[src/design/config_pkg.sv]
/*
 * config fields: BF bit layout, paging register bits,
 * reset values and ULAplus group codes
 */

package config_pkg;

	// BF byte, bit 2 reads back as 0
	localparam int BF_SHADOW = 0;
	localparam int BF_ROMRW  = 1;
	localparam int BF_NMI    = 3;
	localparam int BF_BRK    = 4;

	localparam int PAGE_LOCK_BIT = 5; // 7FFD 48k lock

	localparam int EFF7_BLOCK1M = 2;
	localparam int EFF7_RAM0    = 3;

	localparam logic [7:0] PAGE_RST     = 8'h00;
	localparam logic [7:0] EFF7_1M_MASK = 8'b1011_0001; // bits 6,3,2,1 cleared in 1M mode

	typedef logic [3:0] border_t;

	// what the next data write on 3B goes to
	typedef enum logic {
		ula_palette = 1'b0,
		ula_mode    = 1'b1
	} ula_mode_t;

	localparam logic [1:0] ULA_GROUP_PALETTE = 2'b00;
	localparam logic [1:0] ULA_GROUP_MODE    = 2'b01;

endpackage

[src/design/port_map_pkg.sv]
/*
 * port map: low address bytes of the kept I/O ports,
 * the decoded port selection and the BD/BE readback index
 */

package port_map_pkg;

	//////////////////////////////////////////////////////////////////////////
	// low address bytes
	//////////////////////////////////////////////////////////////////////////

	localparam logic [7:0] PORT_FE      = 8'hFE; // border, beeper, keyboard
	localparam logic [7:0] PORT_F6      = 8'hF6; // FE alias
	localparam logic [7:0] PORT_FC      = 8'hFC; // 7FFD alias, FE alias when a15 set
	localparam logic [7:0] PORT_FD      = 8'hFD; // 7FFD paging
	localparam logic [7:0] PORT_F7      = 8'hF7; // EFF7 paging
	localparam logic [7:0] PORT_BF      = 8'hBF; // evo config
	localparam logic [7:0] PORT_BE      = 8'hBE; // nmi clear, readback
	localparam logic [7:0] PORT_BD      = 8'hBD; // readback and write
	localparam logic [7:0] PORT_ULAPLUS = 8'h3B;

	// one value per kept register port
	typedef enum logic [2:0] {
		sel_none    = 3'd0,
		sel_fe      = 3'd1,
		sel_7ffd    = 3'd2,
		sel_eff7    = 3'd3,
		sel_bf      = 3'd4,
		sel_be      = 3'd5,
		sel_bd      = 3'd6,
		sel_ulaplus = 3'd7
	} port_sel_t;

	// a[12:8] on BD/BE accesses
	typedef enum logic [4:0] {
		bd_p7ffd  = 5'h0A,
		bd_peff7  = 5'h0B,
		bd_border = 5'h0F,
		bd_lobrk  = 5'h10,
		bd_hibrk  = 5'h11
	} bd_index_t;

endpackage

[src/design/bus_strobe_sync.sv]
/*
 * z80 I/O strobe sampler: takes iorq/wr/rd on zpos and
 * gives one-fclk write and read pulses per bus cycle
 */

module bus_strobe_sync (
	input  logic fclk,
	input  logic rst_n,
	input  logic zpos,
	input  logic iorq_n,
	input  logic rd_n,
	input  logic wr_n,
	output logic port_wr,
	output logic port_rd
);

	// bit 0 write, bit 1 read
	logic [1:0] req;
	logic [1:0] smp0;  // zpos-gated first stage
	logic [1:0] smp1;  // retimed
	logic [1:0] seen;  // previous smp1 for edge detect

	assign req = {~(iorq_n | rd_n), ~(iorq_n | wr_n)};

	always_ff @(posedge fclk or negedge rst_n)
	begin
		if (!rst_n)
		begin
			smp0    <= 2'b00;
			smp1    <= 2'b00;
			seen    <= 2'b00;
			port_wr <= 1'b0;
			port_rd <= 1'b0;
		end
		else
		begin
			if (zpos)
				smp0 <= req; // z80 bus only valid around zpos
			smp1 <= smp0;
			seen <= smp1;
			// rising edge only, one pulse per z80 cycle
			port_wr <= smp1[0] & ~seen[0];
			port_rd <= smp1[1] & ~seen[1];
		end
	end

endmodule

[src/design/evo_config_regs.sv]
/*
 * evo config registers: BF bits, border, break address,
 * nmi and beeper strobes, ULAplus palette and mode
 */

module evo_config_regs
	import port_map_pkg::*;
	import config_pkg::*;
(
	input  logic        fclk,
	input  logic        rst_n,
	input  logic        port_wr,
	input  port_sel_t   port_sel,
	input  logic [15:0] a,
	input  logic [7:0]  din,
	output logic        shadow_en,
	output logic        romrw_en,
	output logic        set_nmi,
	output logic        brk_ena,
	output logic [15:0] brk_addr,
	output border_t     border,
	output logic        beeper_wr,
	output logic        clr_nmi,
	output logic        up_ena,
	output logic [5:0]  up_paladdr,
	output logic [7:0]  up_paldata,
	output logic        up_palwr,
	output logic [7:0]  up_lastwritten
);

	logic      up_wr;
	ula_mode_t up_sel; // target of 3B data writes
	bd_index_t bd_idx;

	assign bd_idx = bd_index_t'(a[12:8]);
	assign up_wr  = port_wr && (port_sel == sel_ulaplus);

	//////////////////////////////////////////////////////////////////////////
	// BF, FE and BD writes
	//////////////////////////////////////////////////////////////////////////

	always_ff @(posedge fclk or negedge rst_n)
	begin
		if (!rst_n)
		begin
			shadow_en <= 1'b0;
			romrw_en  <= 1'b0;
			set_nmi   <= 1'b0;
			brk_ena   <= 1'b0;
			border    <= '0;
			brk_addr  <= 16'h0000;
		end
		else if (port_wr)
		begin
			if (port_sel == sel_bf)
			begin
				shadow_en <= din[BF_SHADOW];
				romrw_en  <= din[BF_ROMRW];
				set_nmi   <= din[BF_NMI];
				brk_ena   <= din[BF_BRK];
			end
			if (port_sel == sel_fe)
				border <= {~a[3], din[2:0]}; // bright bit from the address
			if (port_sel == sel_bd && bd_idx == bd_lobrk)
				brk_addr[7:0] <= din;
			if (port_sel == sel_bd && bd_idx == bd_hibrk)
				brk_addr[15:8] <= din;
		end
	end

	// strobes straight from the write pulse
	assign beeper_wr = port_wr && (port_sel == sel_fe) && (a[7:0] == PORT_FE); // not on aliases
	assign clr_nmi   = port_wr && (port_sel == sel_be);

	//////////////////////////////////////////////////////////////////////////
	// ULAplus
	//////////////////////////////////////////////////////////////////////////

	always_ff @(posedge fclk or negedge rst_n)
	begin
		if (!rst_n)
		begin
			up_sel <= ula_palette;
			up_ena <= 1'b0;
		end
		else if (up_wr)
		begin
			if (!a[14] && din[7:6] == ULA_GROUP_MODE)
				up_sel <= ula_mode;
			else if (!a[14] && din[7:6] == ULA_GROUP_PALETTE)
				up_sel <= ula_palette;
			if (a[14] && up_sel == ula_mode)
				up_ena <= din[0];
		end
	end

	always_ff @(posedge fclk)
	begin
		if (up_wr && !a[14] && din[7:6] == ULA_GROUP_PALETTE)
			up_paladdr <= din[5:0]; // palette entry for next data write
		if (up_wr && a[14])
			up_lastwritten <= din;
	end

	assign up_palwr   = up_wr && a[14] && (up_sel == ula_palette);
	assign up_paldata = {din[4:2], din[7:5], din[1:0]}; // G3R3B2 to R3G3B2

endmodule

[src/design/paging_regs.sv]
/*
 * memory paging registers 7FFD and EFF7, with the 128k lock
 * and the 1M-mode masking of the exported values
 */

module paging_regs
	import port_map_pkg::*;
	import config_pkg::*;
(
	input  logic        fclk,
	input  logic        rst_n,
	input  logic        port_wr,
	input  port_sel_t   port_sel,
	input  logic [15:0] a,
	input  logic [7:0]  din,
	output logic [7:0]  p7ffd_raw,
	output logic [7:0]  peff7_raw,
	output logic [7:0]  p7ffd,
	output logic [7:0]  peff7,
	output logic        block1m,
	output logic [5:0]  pent1m_page,
	output logic        pent1m_rom,
	output logic        pent1m_1m_on,
	output logic        pent1m_ram0_0
);

	logic lock_7ffd;

	assign block1m   = peff7_raw[EFF7_BLOCK1M];
	assign lock_7ffd = p7ffd_raw[PAGE_LOCK_BIT] & block1m; // 48k lock only in 128k mode

	always_ff @(posedge fclk or negedge rst_n)
	begin
		if (!rst_n)
		begin
			p7ffd_raw <= PAGE_RST;
			peff7_raw <= PAGE_RST;
		end
		else if (port_wr)
		begin
			if (port_sel == sel_7ffd && !lock_7ffd)
				p7ffd_raw <= din; // 2..0 page, 3 screen, 4 rom, 5 lock, 7..6 1M page hi
			if (port_sel == sel_eff7 && !a[12])
				peff7_raw <= din;
		end
	end

	//////////////////////////////////////////////////////////////////////////
	// exported values
	//////////////////////////////////////////////////////////////////////////

	assign p7ffd = {(block1m ? 3'b000 : p7ffd_raw[7:5]), p7ffd_raw[4:0]};
	assign peff7 = block1m ? (peff7_raw & EFF7_1M_MASK) : peff7_raw;

	// pentagon 1M view
	assign pent1m_page   = {p7ffd_raw[7:5], p7ffd_raw[2:0]};
	assign pent1m_rom    = p7ffd_raw[4];
	assign pent1m_1m_on  = ~peff7_raw[EFF7_BLOCK1M]; // active when 1M not blocked
	assign pent1m_ram0_0 = peff7_raw[EFF7_RAM0];

endmodule

[src/design/port_decoder.sv]
/*
 * port decoder: low address byte plus shadow state
 * into one port selection and the port hit flag
 */

module port_decoder
	import port_map_pkg::*;
(
	input  logic [15:0] a,
	input  logic        dos,
	input  logic        shadow_en,
	output port_sel_t   port_sel,
	output logic        porthit
);

	logic       shadow;
	logic [7:0] loa;

	assign shadow = dos | shadow_en; // dos rom or forced by BF
	assign loa    = a[7:0];

	always_comb
	begin
		port_sel = sel_none;
		case (loa)
			PORT_FE,
			PORT_F6:
				port_sel = sel_fe;
			PORT_FD:
			begin
				if (!a[15])
					port_sel = sel_7ffd; // BFFD/FFFD belong to AY, not here
			end
			PORT_FC:
			begin
				if (!a[15])
					port_sel = sel_7ffd;
				else
					port_sel = sel_fe; // border alias
			end
			PORT_F7:
			begin
				// EFF7 only outside shadow, xEF7 family
				if (!shadow && a[8])
					port_sel = sel_eff7;
			end
			PORT_BF:      port_sel = sel_bf;
			PORT_BE:      port_sel = sel_be;
			PORT_BD:      port_sel = sel_bd;
			PORT_ULAPLUS: port_sel = sel_ulaplus;
			default:      port_sel = sel_none;
		endcase
	end

	assign porthit = (port_sel != sel_none); // F6 and FC land in sel_fe/sel_7ffd

endmodule

[src/design/readback_mux.sv]
/*
 * z80 read data: FE keyboard and tape, BF config,
 * BD/BE indexed readback and the ULAplus data register
 */

module readback_mux
	import port_map_pkg::*;
	import config_pkg::*;
(
	input  logic [15:0] a,
	input  port_sel_t   port_sel,
	input  logic        iorq_n,
	input  logic        rd_n,
	input  logic [4:0]  keys_in,
	input  logic        tape_read,
	input  logic [7:0]  p7ffd_raw,
	input  logic [7:0]  peff7_raw,
	input  logic        shadow_en,
	input  logic        romrw_en,
	input  logic        set_nmi,
	input  logic        brk_ena,
	input  border_t     border,
	input  logic [15:0] brk_addr,
	input  logic [7:0]  up_lastwritten,
	output logic [7:0]  dout,
	output logic        dataout
);

	logic [7:0] bf_byte;
	logic [7:0] bd_byte;

	always_comb
	begin
		bf_byte            = 8'h00; // unused bits read 0
		bf_byte[BF_SHADOW] = shadow_en;
		bf_byte[BF_ROMRW]  = romrw_en;
		bf_byte[BF_NMI]    = set_nmi;
		bf_byte[BF_BRK]    = brk_ena;
	end

	// indexed by a[12:8]
	always_comb
	begin
		case (bd_index_t'(a[12:8]))
			bd_p7ffd:  bd_byte = p7ffd_raw;
			bd_peff7:  bd_byte = peff7_raw;
			bd_border: bd_byte = {4'h0, border};
			bd_lobrk:  bd_byte = brk_addr[7:0];
			bd_hibrk:  bd_byte = brk_addr[15:8];
			default:   bd_byte = 8'hFF;
		endcase
	end

	always_comb
	begin
		case (port_sel)
			sel_fe:      dout = {1'b1, tape_read, 1'b0, keys_in};
			sel_bf:      dout = bf_byte;
			sel_be,
			sel_bd:      dout = bd_byte;
			sel_ulaplus: dout = up_lastwritten;
			default:     dout = 8'hFF; // paging ports are write-only
		endcase
	end

	assign dataout = (port_sel != sel_none) & ~iorq_n & ~rd_n; // drive z80 bus

endmodule

[src/design/zports.sv]
/*
 * I/O port block top: strobe sync, decoder, paging and
 * config registers, read data mux
 */

module zports
	import port_map_pkg::*;
	import config_pkg::*;
(
	input  logic        fclk,
	input  logic        rst_n,
	input  logic        zpos,
	input  logic [15:0] a,
	input  logic [7:0]  din,
	input  logic        iorq_n,
	input  logic        rd_n,
	input  logic        wr_n,
	input  logic        dos,
	input  logic [4:0]  keys_in,
	input  logic        tape_read,
	output logic [7:0]  dout,
	output logic        dataout,
	output logic        porthit,
	output logic        port_wr,
	output logic        port_rd,
	output logic [7:0]  p7ffd_raw,
	output logic [7:0]  peff7_raw,
	output logic [7:0]  p7ffd,
	output logic [7:0]  peff7,
	output logic        block1m,
	output logic [5:0]  pent1m_page,
	output logic        pent1m_rom,
	output logic        pent1m_1m_on,
	output logic        pent1m_ram0_0,
	output logic        shadow_en,
	output logic        romrw_en,
	output logic        set_nmi,
	output logic        brk_ena,
	output logic [15:0] brk_addr,
	output border_t     border,
	output logic        beeper_wr,
	output logic        clr_nmi,
	output logic        up_ena,
	output logic [5:0]  up_paladdr,
	output logic [7:0]  up_paldata,
	output logic        up_palwr,
	output logic [7:0]  up_lastwritten
);

	port_sel_t port_sel;

	bus_strobe_sync u_strobe (
		.fclk, .rst_n, .zpos, .iorq_n, .rd_n, .wr_n, .port_wr, .port_rd
	);

	port_decoder u_decoder (
		.a, .dos, .shadow_en, .port_sel, .porthit
	);

	paging_regs u_paging (
		.fclk, .rst_n, .port_wr, .port_sel, .a, .din,
		.p7ffd_raw, .peff7_raw, .p7ffd, .peff7, .block1m,
		.pent1m_page, .pent1m_rom, .pent1m_1m_on, .pent1m_ram0_0
	);

	evo_config_regs u_config (
		.fclk, .rst_n, .port_wr, .port_sel, .a, .din,
		.shadow_en, .romrw_en, .set_nmi, .brk_ena, .brk_addr, .border,
		.beeper_wr, .clr_nmi,
		.up_ena, .up_paladdr, .up_paldata, .up_palwr, .up_lastwritten
	);

	readback_mux u_readback (
		.a, .port_sel, .iorq_n, .rd_n, .keys_in, .tape_read,
		.p7ffd_raw, .peff7_raw, .shadow_en, .romrw_en, .set_nmi, .brk_ena,
		.border, .brk_addr, .up_lastwritten, .dout, .dataout
	);

endmodule

[config.mk]
export PLATFORM = sky130hd
export DESIGN_NAME = zports
export DESIGN_NICKNAME = d
export VERILOG_FILES = /design/src/design/config_pkg.sv /design/src/design/port_map_pkg.sv /design/src/design/bus_strobe_sync.sv /design/src/design/evo_config_regs.sv /design/src/design/paging_regs.sv /design/src/design/port_decoder.sv /design/src/design/readback_mux.sv /design/src/design/zports.sv
export SDC_FILE = /design/constraint.sdc
export NUM_CORES = 1
export LEC_CHECK = 0
export ABC_CLOCK_PERIOD_IN_PS = 5900
export BUFFER_PORTS_ARGS = -buffer_cell sky130_fd_sc_hd__buf_2
export CAP_MARGIN = 20
export CORE_MARGIN = 2
export CORE_UTILIZATION = 30
export CTS_CLUSTER_SIZE = 28
export DETAILED_ROUTE_END_ITERATION = 10
export PLACE_DENSITY = 0.52
export SLEW_MARGIN = 20
export SYNTH_ARGS = -nofsm -noshare
export SYNTH_HDL_FRONTEND = slang
export SYNTH_SLANG_ARGS = --single-unit
[constraint.sdc]
create_clock -name fclk -period 5.9 [get_ports fclk]
set_input_delay 0.295 -clock fclk [delete_from_list [all_inputs] [get_ports fclk]]
set_output_delay 0.295 -clock fclk [all_outputs]
set_load 0.05 [all_outputs]
* After elaboration in Yosys (flattened, before gate mapping)
Index checks and enable logic that the tools add are counted.
** Word-level totals
- Output and inout port bits :: 104
- Input port bits :: 37
- Register bits :: 64
** Cells by class
- Bitwise logic cells :: 17
- Reductions and logical operators :: 33
- Equality and inequality tests :: 22
- Mux-type cells :: 10
** Operator list (count)
- == test 8 bit (second input constant) :: 8
- case mux 8 bit (5 select lines) :: 1
- case mux 8 bit (4 select lines) :: 1
- case mux 3 bit (8 select lines) :: 1
- logical AND 1 bit :: 16
- AND reduction 2 bit :: 8
- == test 5 x 4 -> 1 bit (second input constant) :: 3
- == test 3 bit (second input constant) :: 4
- == test 5 bit (second input constant) :: 2
- NOT 1 bit :: 9
- == test 8 x 6 -> 1 bit (second input constant) :: 1
- two-way mux 7 bit :: 1
- == test 3 x 2 -> 1 bit (second input constant) :: 2
- two-way mux 2 bit :: 3
- bitwise AND 1 bit :: 5
- zero test 1 bit :: 4
- OR reduction 2 bit :: 2
- == test 3 x 1 -> 1 bit (second input constant) :: 1
- two-way mux 3 bit :: 1
- bitwise OR 1 bit :: 3
- nonzero test 3 bit :: 1
- == test 2 x 1 -> 1 bit (second input constant) :: 1
- zero test 2 bit :: 1
- two-way mux 1 bit :: 2
- nonzero test 2 bit :: 1

* Logic depth before layout (Yosys ltp)
Gate-level depths: netlist of run 1.
- Word-level depth :: 9
- Depth in mapped cells :: 7
- Depth with buffers taken out :: 5

* Modules after synthesis
Synthesis of run 1 repeated with hierarchy kept, for this count alone.
** Unflattened totals
- Cell total of the unflattened synthesis :: 310
- Area, all modules :: 3568.4 um^2
** Modules (own cells, without submodules)
- evo_config_regs :: area each 1610.3 um^2, cells an instance 102, sequential area each 1071.0 um^2, times used 1
- paging_regs :: area each 857.1 um^2, cells an instance 63, sequential area each 400.4 um^2, times used 1
- readback_mux :: area each 705.7 um^2, cells an instance 106, sequential area each 0.0 um^2, times used 1
- bus_strobe_sync :: area each 242.7 um^2, cells an instance 14, sequential area each 200.2 um^2, times used 1
- port_decoder :: area each 152.6 um^2, cells an instance 25, sequential area each 0.0 um^2, times used 1

* Worst setup path after synthesis of run 1
No wires, ideal clock.
- Path kind :: register to output
- Start point :: register u_config.shadow_en
- End point :: output dataout
- Buffers on the path :: 0
- Cell stages (with the launch flop) :: 6
- Arrival time :: 2.580 ns
- Path slack :: 3.025 ns
- Cell sequence :: dfrtp_1 or4b_1 or2_2 o221a_2 nand3_1 and2_1
** Between the ends
- Longest elaborated chain between the ends :: 8
** Ends and longest elaborated chain
- start: declaration :: line evo_config_regs.sv:16 : output logic shadow_en,
- start signal: assignment :: line evo_config_regs.sv:57 : shadow_en <= din[BF_SHADOW];
- bitwise OR 1 bit :: line port_decoder.sv:19 : assign shadow = dos | shadow_en;
- zero test 1 bit :: line port_decoder.sv:44 : if (!shadow && a[8])
- logical AND 1 bit :: line port_decoder.sv:44
- two-way mux 2 bit :: line port_decoder.sv:44
- case mux 3 bit (8 select lines) :: line port_decoder.sv:25 : case (loa)
- nonzero test 3 bit
- named net porthit :: line zports.sv:23 : output logic porthit,
- bitwise AND 1 bit (2 in a row) :: line readback_mux.sv:66 : assign dataout = (port_sel != sel_none) & ~iorq_n & ~rd_n;
- end: declaration :: line zports.sv:22 : output logic dataout,
The timed path passes the listed nets, and every way through them passes these cells.

* Final worst setup path of run 1
- Start point :: register u_config.shadow_en
- End point :: output beeper_wr
** Between the ends
- Longest elaborated chain between the ends :: 8
** Ends and longest elaborated chain
- bitwise OR 1 bit :: line port_decoder.sv:19
- zero test 1 bit :: line port_decoder.sv:44
- logical AND 1 bit :: line port_decoder.sv:44
- two-way mux 2 bit :: line port_decoder.sv:44
- case mux 3 bit (8 select lines) :: line port_decoder.sv:25
- == test 3 x 1 -> 1 bit :: line evo_config_regs.sv:72 : assign beeper_wr = port_wr && (port_sel == sel_fe) && (a[7:0] == PORT_FE);
- logical AND 1 bit (2 in a row) :: line evo_config_regs.sv:72
- end: declaration :: line zports.sv:41 : output logic beeper_wr,
Every way passes these cells.

==> impl_metrics.env, run 1 <==
export IMPL_setup_slack_ns=2.32
export IMPL_endpoint_kind="output pin"
export IMPL_ys_seq_area_share_pct=51.5
export IMPL_avgSynthCellArea_um2=12.3
export IMPL_placeableCoreArea_um2=10400
export IMPL_firstDrtPassIters=4
export IMPL_cts_hold_buf=0
export IMPL_routed_wl_um=9610
export IMPL_timing_hold_ws_ns=0.0676
export IMPL_drive_gt1_share_pct=53.0
export IMPL_fmax_mhz=279
export IMPL_combPwrFrac_pct=16.1
export IMPL_power_density_nw_per_um2=237
export IMPL_grt_pass1_vias=2454
export IMPL_grt_max_degree=51
export IMPL_rows=37
export IMPL_antenna_cells=0
export IMPL_clock_latency_ns=0.34
export IMPL_cts_repair_resized=0
export IMPL_clk_pin_slew_ns=0.07
export IMPL_cts_root_buf="clkbuf_8"
export IMPL_ant_nets=0
export IMPL_drv_slew=0
export IMPL_p_sw_uw=297
export IMPL_die_area_um2=11700
export IMPL_rsz0062_at_grt="false"
export IMPL_grt_pass1_wl_um=14400
export IMPL_place_ws_ns=2.47
export IMPL_synth_nets=302
export IMPL_finClkSkew_ns=0.00523
export IMPL_area_growth_pct=25.1
export IMPL_path_max_fanout=8
export IMPL_startpoint="u_config.shadow_en"
export IMPL_yosys_cell_count_top_type="dfrtp_1"
export IMPL_setup_viol=0
export IMPL_die_y_um=108
export IMPL_port_buffer_count=138
export IMPL_fp_dieW_um=108
export IMPL_wl_per_cell_um=18.5
export IMPL_route_detailed_drc=0
export IMPL_worst_pin_slew_ns=1.13
export IMPL_ys_top_cells_by_count="50 x dfrtp_1, 43 x mux2_2, 27 x buf_4, 14 x edfxtp_1"
export IMPL_vias=2593
export IMPL_nets=417
export IMPL_period_needed_ns=3.58
export IMPL_p_clk_share_pct=34.6
export IMPL_slew_headroom_pct=24.3
export IMPL_drtIter0Drc=119
export IMPL_finalHoldViolCount=0
export IMPL_p_int_uw=665
export IMPL_clk_path_buf_depth=2
export IMPL_dp_hpwl_um=7100
export IMPL_io_pins=141
export IMPL_ys_async_sr_fraction_pct=78.1
export IMPL_syn_area_um2=3250
export IMPL_tns_ns=0
export IMPL_start_util_pct=31.2
export IMPL_max_cap_violations=0
export IMPL_yosys_warnings=0
export IMPL_synth_top_area_share_pct=38.5
export IMPL_clock_sinks=64
export IMPL_worst_setup_path_start_kind="flip-flop"
export IMPL_swShare_pct=30.9
export IMPL_cts_tree="done"
export IMPL_cts_setup_buffers=0
export IMPL_multi_input_area_um2=1330
export IMPL_synth_area_top_cells="dfrtp_1 39%, mux2_2 15%, edfxtp_1 13%"
export IMPL_path_class="reg -> out"
export IMPL_regArea_um2=1670
export IMPL_yosys_area_top_type="dfrtp_1"
export IMPL_ir_drop_v=0.000104
export IMPL_arrival_ns=3.28
export IMPL_synth_seq_cells=64
export IMPL_seqPwrFrac_pct=49.3
export IMPL_leakagePower_uw=0.00214
export IMPL_antenna_found_initial=0
export IMPL_gr_total_overflow=0
export IMPL_cts_made_buffers=9
export IMPL_htreeDepth=3
export IMPL_reg2reg_from="u_config.shadow_en"
export IMPL_worstPathRequired_ns=5.61
export IMPL_grt_total_usage_pct=16.5
export IMPL_synth_ff_type="dfrtp_1"
export IMPL_fin_crit_sh_pct=60.7
export IMPL_status="finished clean"
export IMPL_synth_cell_types=44
export IMPL_hold_path_class="in -> async"
export IMPL_viasPerCell=4.98
export IMPL_place_congestion=0.816
export IMPL_n_fill_cell=1052
export IMPL_synth_edf_count=14
export IMPL_place_inst=505
export IMPL_fin_cells=521
export IMPL_netlist_instances=265
[cells by family (layout without fill, tap and decap cells)]
family	after synthesis	after routing	share of synthesized area, %
buffers and inverters	39	159	7.75
other	1	1	0.115
AO/OA/AOI/OAI	36	36	8.63
XOR/XNOR	1	1	0.270
flip-flops	64	64	51.5
multiplexers	55	55	18.6
AND/OR/NAND/NOR	69	69	13.1
[layout by cell type (no fill, tap or decap), types with 2 or more instances in the layout]
master	Yosys	routed
buf_2	3	138
dfrtp_1	50	50
mux2_2	43	43
edfxtp_1	14	14
nand3_1	12	12
nor2_1	12	12
mux2i_1	12	12
clkbuf_8	0	10
nor2b_1	9	9
nand2_1	7	7
o21ai_0	7	7
a221o_1	4	4
and3_1	4	4
a222oi_1	4	4
o22ai_1	4	4
a21o_1	4	4
inv_1	3	3
and4b_1	3	3
and4_1	2	2
nand4b_1	2	2
or4b_1	2	2
o211ai_1	2	2
a211o_1	2	2
nor3b_1	2	2
nand4_1	2	2
and3b_1	2	2
and2_1	2	2
o221ai_1	2	2
a22oi_1	2	2
nor3_1	2	2
clkinvlp_4	0	2
clkinv_2	0	2
buf_4	27	2
[stage by stage]
stage               power [uW]  util [%]  cell area (um2)
floorplan                  594         -             3250
global placement           638      37.3             3880
detailed placement         639      37.3             3880
CTS                        975      38.9             4060
global route              1010      39.0             4060
finish                     962      39.0             4060
[final timing paths]
kind,endpoint,slack [ns],cells past startpoint
setup / recovery,beeper_wr,2.32,6
hold / removal,u_paging.peff7_raw[7],0.07,2
setup reg to reg,u_config.border[0],2.99,5
hold reg to reg,u_strobe.seen[1],0.37,0
max in group asynchronous,u_paging.p7ffd_raw[1],5.39,2
min in group fclk,u_strobe.smp0[1],0.22,2
[cell type report]
class | instances | share of cell area (%)
clock inverters | 5 | 0.770
well taps | 136 | 4.19
inverters | 3 | 0.277
clock buffers | 11 | 3.48
repair buffers | 140 | 17.4
multi-input cells | 162 | 32.7
flip-flops and latches | 64 | 41.2
[registers in the layout, summed over array words and instances (netlist names), 2 cells and up]
| name | flops |
|---|---|
| u_config.up_paladdr | 6 |
| u_strobe.smp0 | 2 |
| u_config.border | 4 |
| u_paging.p7ffd_raw | 8 |
| u_strobe.smp1 | 2 |
| u_strobe.seen | 2 |
| u_paging.peff7_raw | 8 |
| u_config.brk_addr | 16 |
| u_config.up_lastwritten | 8 |
[layer usage]
metal | track usage, % | vias to the layer above | routed length (um)
met1 | 22.7 | 1286 | 4390
met3 | 4.22 | 8 | 661
met2 | 25.5 | 95 | 4460
li1 | - | 1204 | -
met5 | 0 | - | 0
met4 | 5.40 | 0 | 100
[power by group through the flow]
stage	combinational [uW]	clock, uW	sequential, uW
6_report	155	333	475
5_1_grt	165	366	476
4_1_cts	156	345	475
3_5_place_dp	156	0	484
3_3_place_gp	155	0	483
2_1_floorplan	83.0	0	511
[critical path, stage by stage (launching register included)]
cell and delay [ns]:
dfrtp_1 0.41, or4b_1 0.52, a211o_1 0.31, o311a_2 0.20
nor3_1 0.93, and4_1 0.31, buf_2 0.26
No activity file was read; power rests on OpenSTA's default activity.
==> inputs of run 2 (changes only) <==
--- a/config.mk
+++ b/config.mk
@@ -5,7 +5,7 @@
 export SDC_FILE = /design/constraint.sdc
 export NUM_CORES = 1
 export LEC_CHECK = 0
-export ABC_CLOCK_PERIOD_IN_PS = 5900
+export ABC_CLOCK_PERIOD_IN_PS = 3600
 export BUFFER_PORTS_ARGS = -buffer_cell sky130_fd_sc_hd__buf_2
 export CAP_MARGIN = 20
 export CORE_MARGIN = 2
==> constraint.sdc (replaced) <==
create_clock -name fclk -period 3.6 [get_ports fclk]
set_input_delay 0.18 -clock fclk [delete_from_list [all_inputs] [get_ports fclk]]
set_output_delay 0.18 -clock fclk [all_outputs]
set_load 0.05 [all_outputs]
==> impl_metrics.env, run 2 (synthesized netlist as in run 1, its figures left out) <==
export IMPL_port_buffer_count=138
export IMPL_gr_total_overflow=0
export IMPL_p_sw_uw=482
export IMPL_combPwrFrac_pct=14.6
export IMPL_worst_setup_path_start_kind="flip-flop"
export IMPL_htreeDepth=3
export IMPL_firstDrtPassIters=4
export IMPL_clk_path_buf_depth=2
export IMPL_start_util_pct=31.2
export IMPL_clock_sinks=64
export IMPL_grt_max_degree=51
export IMPL_die_area_um2=11700
export IMPL_cts_setup_buffers=0
export IMPL_final_common_cell="buf_2"
export IMPL_power_density_nw_per_um2=418
export IMPL_ir_drop_v=0.000199
export IMPL_n_fill_cell=1048
export IMPL_final_cell_mix="138 x buf_2, 50 x dfrtp_1, 43 x mux2_2, 14 x edfxtp_1, 13 x clkbuf_8"
export IMPL_drv_slew=0
export IMPL_clock_latency_ns=0.35
export IMPL_p_clk_share_pct=40.8
export IMPL_nets=423
export IMPL_placeableCoreArea_um2=10400
export IMPL_path_class="reg -> out"
export IMPL_cts_made_buffers=9
export IMPL_tns_ns=0
export IMPL_finClkSkew_ns=0.0110
export IMPL_path_max_fanout=8
export IMPL_finalHoldViolCount=0
export IMPL_status="finished clean"
export IMPL_endpoint_kind="output pin"
export IMPL_clk_pin_slew_ns=0.07
export IMPL_io_pins=141
export IMPL_leakagePower_uw=0.00220
export IMPL_rows=37
export IMPL_die_y_um=108
export IMPL_rsz0062_at_grt="false"
export IMPL_dp_hpwl_um=7160
export IMPL_fmax_mhz=346
export IMPL_slew_headroom_pct=49.9
export IMPL_setup_viol=0
export IMPL_p_int_uw=1260
export IMPL_vias=2580
export IMPL_routed_wl_um=9680
export IMPL_antenna_found_initial=0
export IMPL_grt_total_usage_pct=17.0
export IMPL_ant_nets=0
export IMPL_area_growth_pct=28.4
export IMPL_drive_gt1_share_pct=53.2
export IMPL_hold_path_class="in -> reg"
export IMPL_arrival_ns=2.71
export IMPL_regMostFlops="u_config.brk_addr"
export IMPL_viasPerCell=4.90
export IMPL_grt_pass1_vias=2526
export IMPL_wl_per_cell_um=18.4
export IMPL_grt_pass1_wl_um=14500
export IMPL_cts_tree="done"
export IMPL_seqPwrFrac_pct=44.6
export IMPL_drtIter0Drc=105
export IMPL_max_cap_violations=0
export IMPL_cts_root_buf="clkbuf_8"
export IMPL_place_congestion=0.770
export IMPL_swShare_pct=27.6
export IMPL_finalPower_uw=1740
export IMPL_antenna_cells=0
export IMPL_period_needed_ns=2.89
export IMPL_worst_pin_slew_ns=0.749
export IMPL_largest_reg_flops=16
export IMPL_fp_dieW_um=108
export IMPL_route_detailed_drc=0
export IMPL_fin_crit_sh_pct=80.3
export IMPL_worstPathRequired_ns=3.42
## run 2: critical path: stages (launching register included)
cell and delay [ns]:
dfrtp_1 0.41, or4b_1 0.51, a211o_1 0.31, o311a_2 0.20
o21ai_1 0.47, nand3_1 0.19, buf_2 0.26
## run 2: repair_timing
action / CTS / global route
endpoints found under the setup margin: 0 / 0
hold buffers: 1 / 0
hold endpoints to repair: 50 / 0
gates resized for setup: 0 / 0
## run 2: layout make-up
class	instances	area, um2	share of cell area (%)
clock inverters	1	30.0	0.721
well taps	136	170	4.08
clock buffers	15	208	4.98
repair buffers	146	753	18.1
flip-flops and latches	64	1670	40.1
multi-input cells	162	1320	31.8
inverters	3	11.3	0.270
## run 2: power by group through the flow
stage	clock network (uW)	logic, uW	registers (uW)
detailed placement	0	256	792
finish	712	255	778
global route	769	271	780
floorplan	0	136	838
global placement	0	254	791
CTS	736	257	778
## run 2: metal layers
metal	global-route usage [%]	vias to the layer above	wire length, um	share of wire, %
li1	-	1211	-	-
met1	22.4	1254	4330	45
met2	26.4	101	4470	46
met3	5.06	14	708	7.3
met4	6.32	0	166	1.7
met5	0	-	0	0
## run 2: stage by stage
step	setup slack [ns]	std cells	instance area [um2]	util (%)	hold slack (ns)
after global placement	0.835	510	3920	37.6	0.341
after CTS	0.673	527	4170	40.0	0.0886
after global routing	0.569	527	4170	40.0	0.0852
after detailed placement	0.817	510	3920	37.6	0.342
after floorplan	0.840	265	3250	-	-0.116
final	0.710	527	4170	40.0	0.101
## run 2: path summary, 6_finish.rpt
kind,from,end,slack (ns),cells past startpoint
worst min-delay path,zpos,u_strobe.smp0[1],0.10,2
max in group asynchronous,rst_n,u_config.up_sel,2.68,3
worst max-delay path,u_config.shadow_en,dout[6],0.71,6
worst min register to register,u_strobe.smp1[1],u_strobe.seen[1],0.36,0
worst max register to register,u_config.shadow_en,u_paging.peff7_raw[2],0.97,5
min in group asynchronous,rst_n,u_config.brk_addr[15],0.47,3
